==> src/verilog/axil_pkg.sv <==
/*
 * AXI4-Lite configuration bus definitions
 *   - address and data widths
 *   - response codes
 *   - master request and slave response structs
 */

package axil_pkg;

    localparam int AXIL_ADDR_W = 8;
    localparam int AXIL_DATA_W = 32;

    localparam logic [1:0] RESP_OKAY   = 2'b00;
    localparam logic [1:0] RESP_SLVERR = 2'b10;

    typedef struct packed {
        logic                     awvalid;
        logic [AXIL_ADDR_W-1:0]   awaddr;
        logic                     wvalid;
        logic [AXIL_DATA_W-1:0]   wdata;
        logic [AXIL_DATA_W/8-1:0] wstrb;
        logic                     bready;
        logic                     arvalid;
        logic [AXIL_ADDR_W-1:0]   araddr;
        logic                     rready;
    } axil_req_t;

    typedef struct packed {
        logic                   awready;
        logic                   wready;
        logic                   bvalid;
        logic [1:0]             bresp;
        logic                   arready;
        logic                   rvalid;
        logic [AXIL_DATA_W-1:0] rdata;
        logic [1:0]             rresp;
    } axil_rsp_t;

endpackage

==> src/verilog/conv_pkg.sv <==
/*
 * Pixel path definitions for the 2D convolution engine
 *   - element widths for pixels, weights and products
 *   - pixel_t, weight_t, product_t
 *   - row_ctrl_t, control flags that travel with each row
 */

package conv_pkg;

    //////////////////////////////
    // Element widths
    //////////////////////////////

    localparam int PIXEL_W   = 8;
    localparam int WEIGHT_W  = 8;
    localparam int PRODUCT_W = PIXEL_W + WEIGHT_W;  // Full unsigned product

    //////////////////////////////
    // Element types
    //////////////////////////////

    typedef logic [PIXEL_W-1:0]   pixel_t;    // Unsigned pixel
    typedef logic [WEIGHT_W-1:0]  weight_t;   // Unsigned kernel weight
    typedef logic [PRODUCT_W-1:0] product_t;  // pixel_t * weight_t

    // Flags carried alongside a row through every pipeline stage
    typedef struct packed {
        logic valid;  // Row present this cycle
        logic sof;    // First row of a frame
        logic eof;    // Last row of a frame
    } row_ctrl_t;

    // Row sums grow by log2 of the kernel edge over a product,
    // output sums grow by the same amount once more

endpackage
==> src/verilog/weight_regs.sv <==
/*
 * weight_regs
 *   AXI4-Lite slave holding COV_SIZE*COV_SIZE kernel weights.
 *   Word n holds weight n in its low byte, row-major order.
 *   Out of range accesses answer SLVERR, reads there return zero.
 */

`timescale 1ns/1ps

module weight_regs #(
    parameter int COV_SIZE = 3
) (
    input  logic                                      clk,
    input  logic                                      rst_n,
    input  axil_pkg::axil_req_t                       axil,
    output axil_pkg::axil_rsp_t                       axil_rsp,
    output conv_pkg::weight_t [COV_SIZE*COV_SIZE-1:0] weights
);

    localparam int NW    = COV_SIZE * COV_SIZE;
    localparam int IDX_W = axil_pkg::AXIL_ADDR_W - 2;  // Word index bits

    conv_pkg::weight_t [NW-1:0] bank;

    // Write side holding registers
    logic              aw_held, w_held;
    logic [IDX_W-1:0]  aw_idx_q;
    conv_pkg::weight_t w_data_q;
    logic              w_lane0_q;  // wstrb bit of byte lane 0
    logic              bvalid_q;
    logic [1:0]        bresp_q;

    // Read side
    logic                                rvalid_q;
    logic [axil_pkg::AXIL_DATA_W-1:0]    rdata_q;
    logic [1:0]                          rresp_q;
    logic [IDX_W-1:0]                    ar_idx;

    logic aw_ok, w_ok, ar_ok, wr_hit, rd_hit, commit;

    assign aw_ok  = axil.awvalid && !aw_held && !bvalid_q;
    assign w_ok   = axil.wvalid && !w_held && !bvalid_q;
    assign ar_ok  = axil.arvalid && !rvalid_q;
    assign commit = aw_held && w_held && !bvalid_q;
    assign ar_idx = axil.araddr[axil_pkg::AXIL_ADDR_W-1:2];
    assign wr_hit = 32'(aw_idx_q) < NW;
    assign rd_hit = 32'(ar_idx) < NW;

    always_ff @(posedge clk) begin
        if (aw_ok) aw_idx_q <= axil.awaddr[axil_pkg::AXIL_ADDR_W-1:2];
        if (w_ok) begin
            w_data_q  <= axil.wdata[conv_pkg::WEIGHT_W-1:0];
            w_lane0_q <= axil.wstrb[0];
        end
        if (commit) bresp_q <= wr_hit ? axil_pkg::RESP_OKAY : axil_pkg::RESP_SLVERR;
        if (ar_ok) begin
            rdata_q <= rd_hit ? axil_pkg::AXIL_DATA_W'(bank[ar_idx]) : '0;
            rresp_q <= rd_hit ? axil_pkg::RESP_OKAY : axil_pkg::RESP_SLVERR;
        end
    end

    //////////////////////////////
    // Handshake state and bank
    //////////////////////////////

    always_ff @(posedge clk or negedge rst_n) begin
        if (!rst_n) begin
            aw_held  <= 1'b0;
            w_held   <= 1'b0;
            bvalid_q <= 1'b0;
            rvalid_q <= 1'b0;
            bank     <= '0;
        end else begin
            if (aw_ok) aw_held <= 1'b1;
            if (w_ok)  w_held  <= 1'b1;
            if (commit) begin
                aw_held  <= 1'b0;
                w_held   <= 1'b0;
                bvalid_q <= 1'b1;
                if (wr_hit && w_lane0_q) bank[aw_idx_q] <= w_data_q;
            end else if (bvalid_q && axil.bready) begin
                bvalid_q <= 1'b0;
            end
            if (ar_ok) rvalid_q <= 1'b1;
            else if (rvalid_q && axil.rready) rvalid_q <= 1'b0;
        end
    end

    always_comb begin
        axil_rsp         = '0;
        axil_rsp.awready = !aw_held && !bvalid_q;
        axil_rsp.wready  = !w_held && !bvalid_q;
        axil_rsp.bvalid  = bvalid_q;
        axil_rsp.bresp   = bresp_q;
        axil_rsp.arready = !rvalid_q;  // Low while read data waits
        axil_rsp.rvalid  = rvalid_q;
        axil_rsp.rdata   = rdata_q;
        axil_rsp.rresp   = rresp_q;
    end

    assign weights = bank;

endmodule

==> config.mk <==
export PLATFORM = sky130hd
export DESIGN_NAME = weight_regs
export DESIGN_NICKNAME = d
export VERILOG_FILES = /design/src/verilog/axil_pkg.sv /design/src/verilog/conv_pkg.sv /design/src/verilog/weight_regs.sv
export SDC_FILE = /design/constraint.sdc
export NUM_CORES = 1
export LEC_CHECK = 0
export CAP_MARGIN = 20
export CORE_AREA = 2 2 98 100
export CTS_CLUSTER_SIZE = 8
export DETAILED_ROUTE_END_ITERATION = 8
export DIE_AREA = 0 0 100 102
export DONT_BUFFER_PORTS = 1
export PLACE_DENSITY = 0.75
export SLEW_MARGIN = 20
export SYNTH_ARGS = -nofsm -noshare
export SYNTH_HDL_FRONTEND = slang
export SYNTH_SLANG_ARGS = --single-unit
==> constraint.sdc <==
create_clock -name clk -period 2 [get_ports clk]
set_clock_uncertainty 0.1 [all_clocks]
set_input_delay 0.2 -clock clk [delete_from_list [all_inputs] [get_ports clk]]
set_output_delay 0.2 -clock clk [all_outputs]
set_load 0.01 [all_outputs]
## Word level (Yosys, flattened, before mapping)

Cells that the tools add are included.

| operators by class | value |
|---|---|
| magnitude comparators | 5 |
| multiplexer cells | 15 |
| reductions and logical operators | 22 |

Operators by type and width:

| cell | number |
|---|---|
| $bwmux 72 | 1 |
| $bmux 8 s4 | 1 |
| $demux 8 s4 | 1 |
| $mux 8 | 2 |
| $logic_and 1x1->1 | 13 |
| $lt 6x4->1 const B | 2 |
| $lt 6x5->1 const B | 2 |
| $mux 1 | 8 |
| $reduce_bool 2->1 | 4 |
| $ge 6x1->1 const B | 1 |
| $logic_not 1->1 | 4 |
| $mux 2 | 2 |
| $reduce_and 2->1 | 1 |

| storage, ports and cells | value |
|---|---|
| bits in registers | 127 |
| bits of input ports | 59 |
| output and inout port bits | 113 |

## Longest topological paths before layout

| depth | value |
|---|---|
| depth in word-level cells | 5 |
| depth in mapped cells | 6 |
| gate-level depth less buffers | 4 |

## Least setup slack after synthesis

Ideal clock, no wire load.

| path | value |
|---|---|
| path kind | register to register |
| start | reg aw_idx_q[5] |
| end | reg bank (netlist bit weights[10]) |
| setup time | 0.125 ns |
| arrival | 1.925 ns |
| required time | 1.775 ns |
| path slack | -0.149 ns |
| stages on the path, launching flop included | 6 |
| path buffers | 1 |
| clock period less this slack | 2.149 ns |
| path through | edfxtp_1 > or2_4 > or4_1 > buf_2 > nor3b_4 > mux2_2 |

| on the way | value |
|---|---|
| cells in the longest elaborated chain, start to end | 5 |
| elaborated cells between the ends (all ways) | 9 |
| those cells by class | order compare: 3; mux: 3; reduce/logical: 3 |

Ends and longest elaborated chain:

| element | line | text |
|---|---|---|
| start, declared | weight_regs.sv:27 | `logic [IDX_W-1:0] aw_idx_q;` |
| start signal, assigned | weight_regs.sv:50 | `if (aw_ok) aw_idx_q <= axil.awaddr[axil_pkg::AXIL_ADDR_W-1:2];` |
| $ge 6x1->1 (implied by the code) / $lt 6x5->1 (equally long branches) | weight_regs.sv:80 | `if (wr_hit && w_lane0_q) bank[aw_idx_q] <= w_data_q;` |
| $logic_and 1x1->1 (implied by the code) | weight_regs.sv:80 |  |
| $mux 8 (implied by the code) | weight_regs.sv:80 |  |
| $demux 8 s4 | weight_regs.sv:80 |  |
| $bwmux 72 | weight_regs.sv:80 |  |
| end signal, assigned by index | weight_regs.sv:80 |  |
| end, declared | weight_regs.sv:23 | `conv_pkg::weight_t [NW-1:0] bank;` |

Several ways; a longest one is shown, not always the timed one.
A chain may end at the register's enable or synchronous reset.

## Worst setup path after layout

| path | value |
|---|---|
| start | reg aw_idx_q[5] |
| end | reg bank (netlist bit weights[31]) |

Same word-level chain as after synthesis.

==> results.py <==
metrics = {
    "run_status": {
        "outcome": "finished, violations left",
        "violations": "negative hold slack, negative setup slack",
    },
    "global_route": {
        "grt_start_max_net_pins": 77,
        "grt_pass1_wl_mm": 15.6,
        "grt_pass1_vias": 2689,
        "antenna_found_initial": 0,
        "grt_usage": 0.208,
        "overflow": 0,
    },
    "synth": {
        "syn_area_sq_mm": 0.00452,
        "ys_seq_elements": 101,
        "seq_area_frac_synth": 0.586,
        "yosysWarningCount": 0,
        "ys_types": 33,
        "postSynthCellCount": 313,
        "synth_area_per_cell_sq_um": 14.5,
    },
    "final_layout": {
        "post_route_cells_drive_above_1_share": 0.355,
        "antennaDiodeCount": 0,
        "synthToLayoutAreaGrowth_pct": 16.1,
        "register_area_sq_mm": 0.00265,
        "final_util": 0.577,
        "final_nets": 412,
        "multi_input_area_sq_mm": 0.00180,
        "nFillCells": 723,
        "final_area_sq_mm": 0.00525,
    },
    "timing": {
        "fin_crit_sh": 1.06,
        "setup_viol": 40,
        "hold_viol": 76,
        "post-route-min-period_ns": 2.12,
        "worst_slew_pin_slew_ns": 0.488,
        "final_max_slew_viol_count": 0,
        "max_slew_margin": 0.670,
        "rsz0062_at_grt": "yes",
        "max_freq_mhz": 472,
        "finalWorstSetupSlack_ns": -0.121,
        "fin_hold_ws_ns": -0.581,
    },
    "route": {
        "routedWlPerCell_um": 22.6,
        "wl_met1_mm": 4.44,
        "route.met2.wl_mm": 5.05,
        "drt.antenna.violating_nets": 0,
        "wl_met3_um": 991,
        "wirelength_mm": 10.6,
        "drt_pass1_iterations": 4,
        "drt-vias-per-instance": 5.77,
        "vias": 2705,
        "routed.top_layer": "met4",
        "drt_iter0_markers": 148,
        "remaining_drc_errors": 0,
    },
    "floorplanning": {
        "die_x_um": 100,
        "pin_count": 172,
        "core_area_sq_mm": 0.00911,
        "start_util": 0.497,
        "die_area_sq_mm": 0.0102,
        "die_h_um": 102,
        "core.rowCount": 35,
    },
    "flow_run": {
        "cap_violations": 0,
    },
    "clock_network": {
        "tritoncts": "yes",
        "clkTransAtPathRegs_ns": 0.10,
        "clk_path_buf_depth": 2,
        "cts_buffers": 9,
        "worstSkewPairLatency_ns": 0.36,
        "h-tree-depth": 3,
        "ctsHoldBuffers": 19,
        "clock-sinks": 101,
        "root_buffer": "clkbuf_8",
    },
    "critical_path": {
        "cpPeakStageDelay_ns": 0.54,
        "crit_fanout": 8,
        "path_cells": "or2_4 > or4_4 > buf_4 > nor2_4 > buf_12 > mux2_2",
        "rr_startpoint": "aw_idx_q[5]",
        "required_ns": 2.15,
        "slowest_stage": "or4_4",
        "reg2reg_depth": 6,
        "rr_endpoint": "weights[31]",
        "crit_path_start_kind": "register",
        "path_class": "reg -> reg",
        "crit_arrival_ns": 2.28,
        "end_kind": "register",
        "rrSetupSlack_ns": -0.12,
    },
    "power": {
        "cellPowerDensity_mw_per_mm2": 977,
        "peakVddDrop_mv": 0.634,
        "p_leak_nw": 2.39,
    },
    "place": {
        "dp_hpwl_mm": 7.04,
        "port_buffers": 0,
        "globalplace.congestion": 0.765,
        "post_dp_cell_area_sq_mm": 0.00472,
    },
    "min_path": {
        "min_path_type": "in -> async",
    },
}
==> registers in the layout, indices dropped and copies added, names as in the netlist <==
register   cells
w_data_q       8
weights       72
bvalid_q       1
w_lane0_q      1
w_held         1
rdata_q        8
aw_idx_q       6
rresp_q        1
rvalid_q       1
bresp_q        1
aw_held        1
==> kinds of logic (layout without fill, tap and decap cells) <==
| kind of cell | after synthesis | after routing | synth area share |
|---|---|---|---|
| other cells | 1 | 26 | 0.000829 |
| simple gates | 42 | 42 | 0.0584 |
| flops | 101 | 101 | 0.586 |
| mux | 97 | 97 | 0.254 |
| compound gates | 29 | 29 | 0.0404 |
| buf+inv | 43 | 63 | 0.0600 |
==> per-layer routing <==
| layer | track usage | vias up |
|---|---|---|
| li1 | - | 1177 |
| met1 | 0.270 | 1405 |
| met2 | 0.323 | 115 |
| met3 | 0.0917 | 8 |
| met4 | 0.0548 | 0 |
| met5 | 0 | - |
==> cells in the mapped netlist (all sizes together) <==
| cell type | n | area (sq um) |
|---|---|---|
| nor3b | 3 | 50.1 |
| or4 | 1 | 7.51 |
| inv | 3 | 11.3 |
| mux4 | 7 | 158 |
| a32oi | 1 | 8.76 |
| buf | 32 | 230 |
| mux2 | 72 | 811 |
| and2 | 3 | 18.8 |
| nand4b | 2 | 17.5 |
| nor4b | 2 | 23.8 |
| nor4 | 1 | 6.26 |
| mux2i | 18 | 180 |
| nand3 | 2 | 10.0 |
| nand4 | 1 | 6.26 |
| nor2 | 10 | 40.0 |
| a21oi | 11 | 55.1 |
| conb | 1 | 3.75 |
| or2 | 1 | 8.76 |
| and3 | 1 | 6.26 |
| clkbuf | 8 | 30.0 |
| o21ai | 7 | 35.0 |
| nand3b | 2 | 15.0 |
| o31ai | 1 | 7.51 |
| o21bai | 2 | 15.0 |
| nand2 | 11 | 41.3 |
| dfrtp | 76 | 1900 |
| a221oi | 7 | 61.3 |
| nor2b | 2 | 12.5 |
| edfxtp | 25 | 751 |
==> what timing repair did <==
action | CTS | global route
resized for setup | 11 | 18
pin swaps | 0 | 3
endpoints found under the setup margin | 40 | 72
setup buffers | 0 | 2
cloned | 0 | 0
endpoints found under the hold margin | 95 | 76
==> placed cells by master, fill, tap and decap left out, types with 2 or more instances in the layout <==
cell type | Yosys | routed
dfrtp_1 | 76 | 76
mux2_2 | 72 | 55
conb_1 | 1 | 26
edfxtp_1 | 25 | 25
dlygate4sd3_1 | 0 | 19
mux2i_1 | 18 | 18
mux2_4 | 0 | 17
buf_4 | 28 | 15
nand2_1 | 11 | 11
a21oi_1 | 11 | 11
nor2_1 | 9 | 9
clkbuf_8 | 0 | 9
mux4_2 | 7 | 7
a221oi_1 | 7 | 7
o21ai_0 | 7 | 7
buf_6 | 0 | 6
buf_12 | 0 | 4
inv_1 | 3 | 3
and2_1 | 3 | 3
nor3b_4 | 2 | 3
nor2b_1 | 2 | 2
nand4b_1 | 2 | 2
nand3b_1 | 2 | 2
nand3_1 | 2 | 2
o21bai_1 | 2 | 2
clkinv_4 | 0 | 2
inv_6 | 0 | 2
==> worst max-delay path: cells and delay by family, from the launching register on <==
kind / cells / cell delay [ns]
AND/OR/NAND/NOR: 3 / 0.90
flip-flops: 1 / 0.37
multiplexers: 1 / 0.33
buffers and inverters: 2 / 0.31
==> how the worst max path moves through the flow <==
stage	start	end	slack, ns	depth (start not counted)
after floorplan	aw_idx_q[5]	weights[10]	-0.13	5
after global placement	aw_idx_q[5]	weights[16]	-0.18	5
after detailed placement	aw_idx_q[5]	weights[14]	-0.22	5
after CTS	aw_idx_q[5]	weights[12]	-0.13	5
after global routing	aw_idx_q[5]	weights[12]	-0.18	5
final	aw_idx_q[5]	weights[31]	-0.12	6
==> layout make-up <==
type | instances | share of cell area
multi-input cells | 194 | 0.342
well taps | 111 | 0.0264
flip-flops and latches | 101 | 0.505
inverters | 3 | 0.00214
clock inverters | 7 | 0.0152
clock buffers | 9 | 0.0236
repair buffers | 44 | 0.0858
==> metrics by stage <==
step                      TNS [ns]  cells  power, mW  hold slack (ns)  worst slack (ns)
after floorplan              -2.53    338       3.48           -0.196            -0.131
after global placement       -3.49    432       3.68           -0.193            -0.176
after detailed placement     -4.30    432       3.73           -0.193            -0.217
after CTS                    -1.97    467       5.10           -0.592            -0.127
after global routing         -6.66    469       5.37           -0.613            -0.180
final                        -3.24    469       5.13           -0.581            -0.121
==> report_power, final <==
| group | switching [mW] | internal, mW |
|---|---|---|
| clock | 0.736 | 0.597 |
| combinational | 0.352 | 0.466 |
| sequential | 0.495 | 2.48 |
Power figures use the tool's default switching activity.
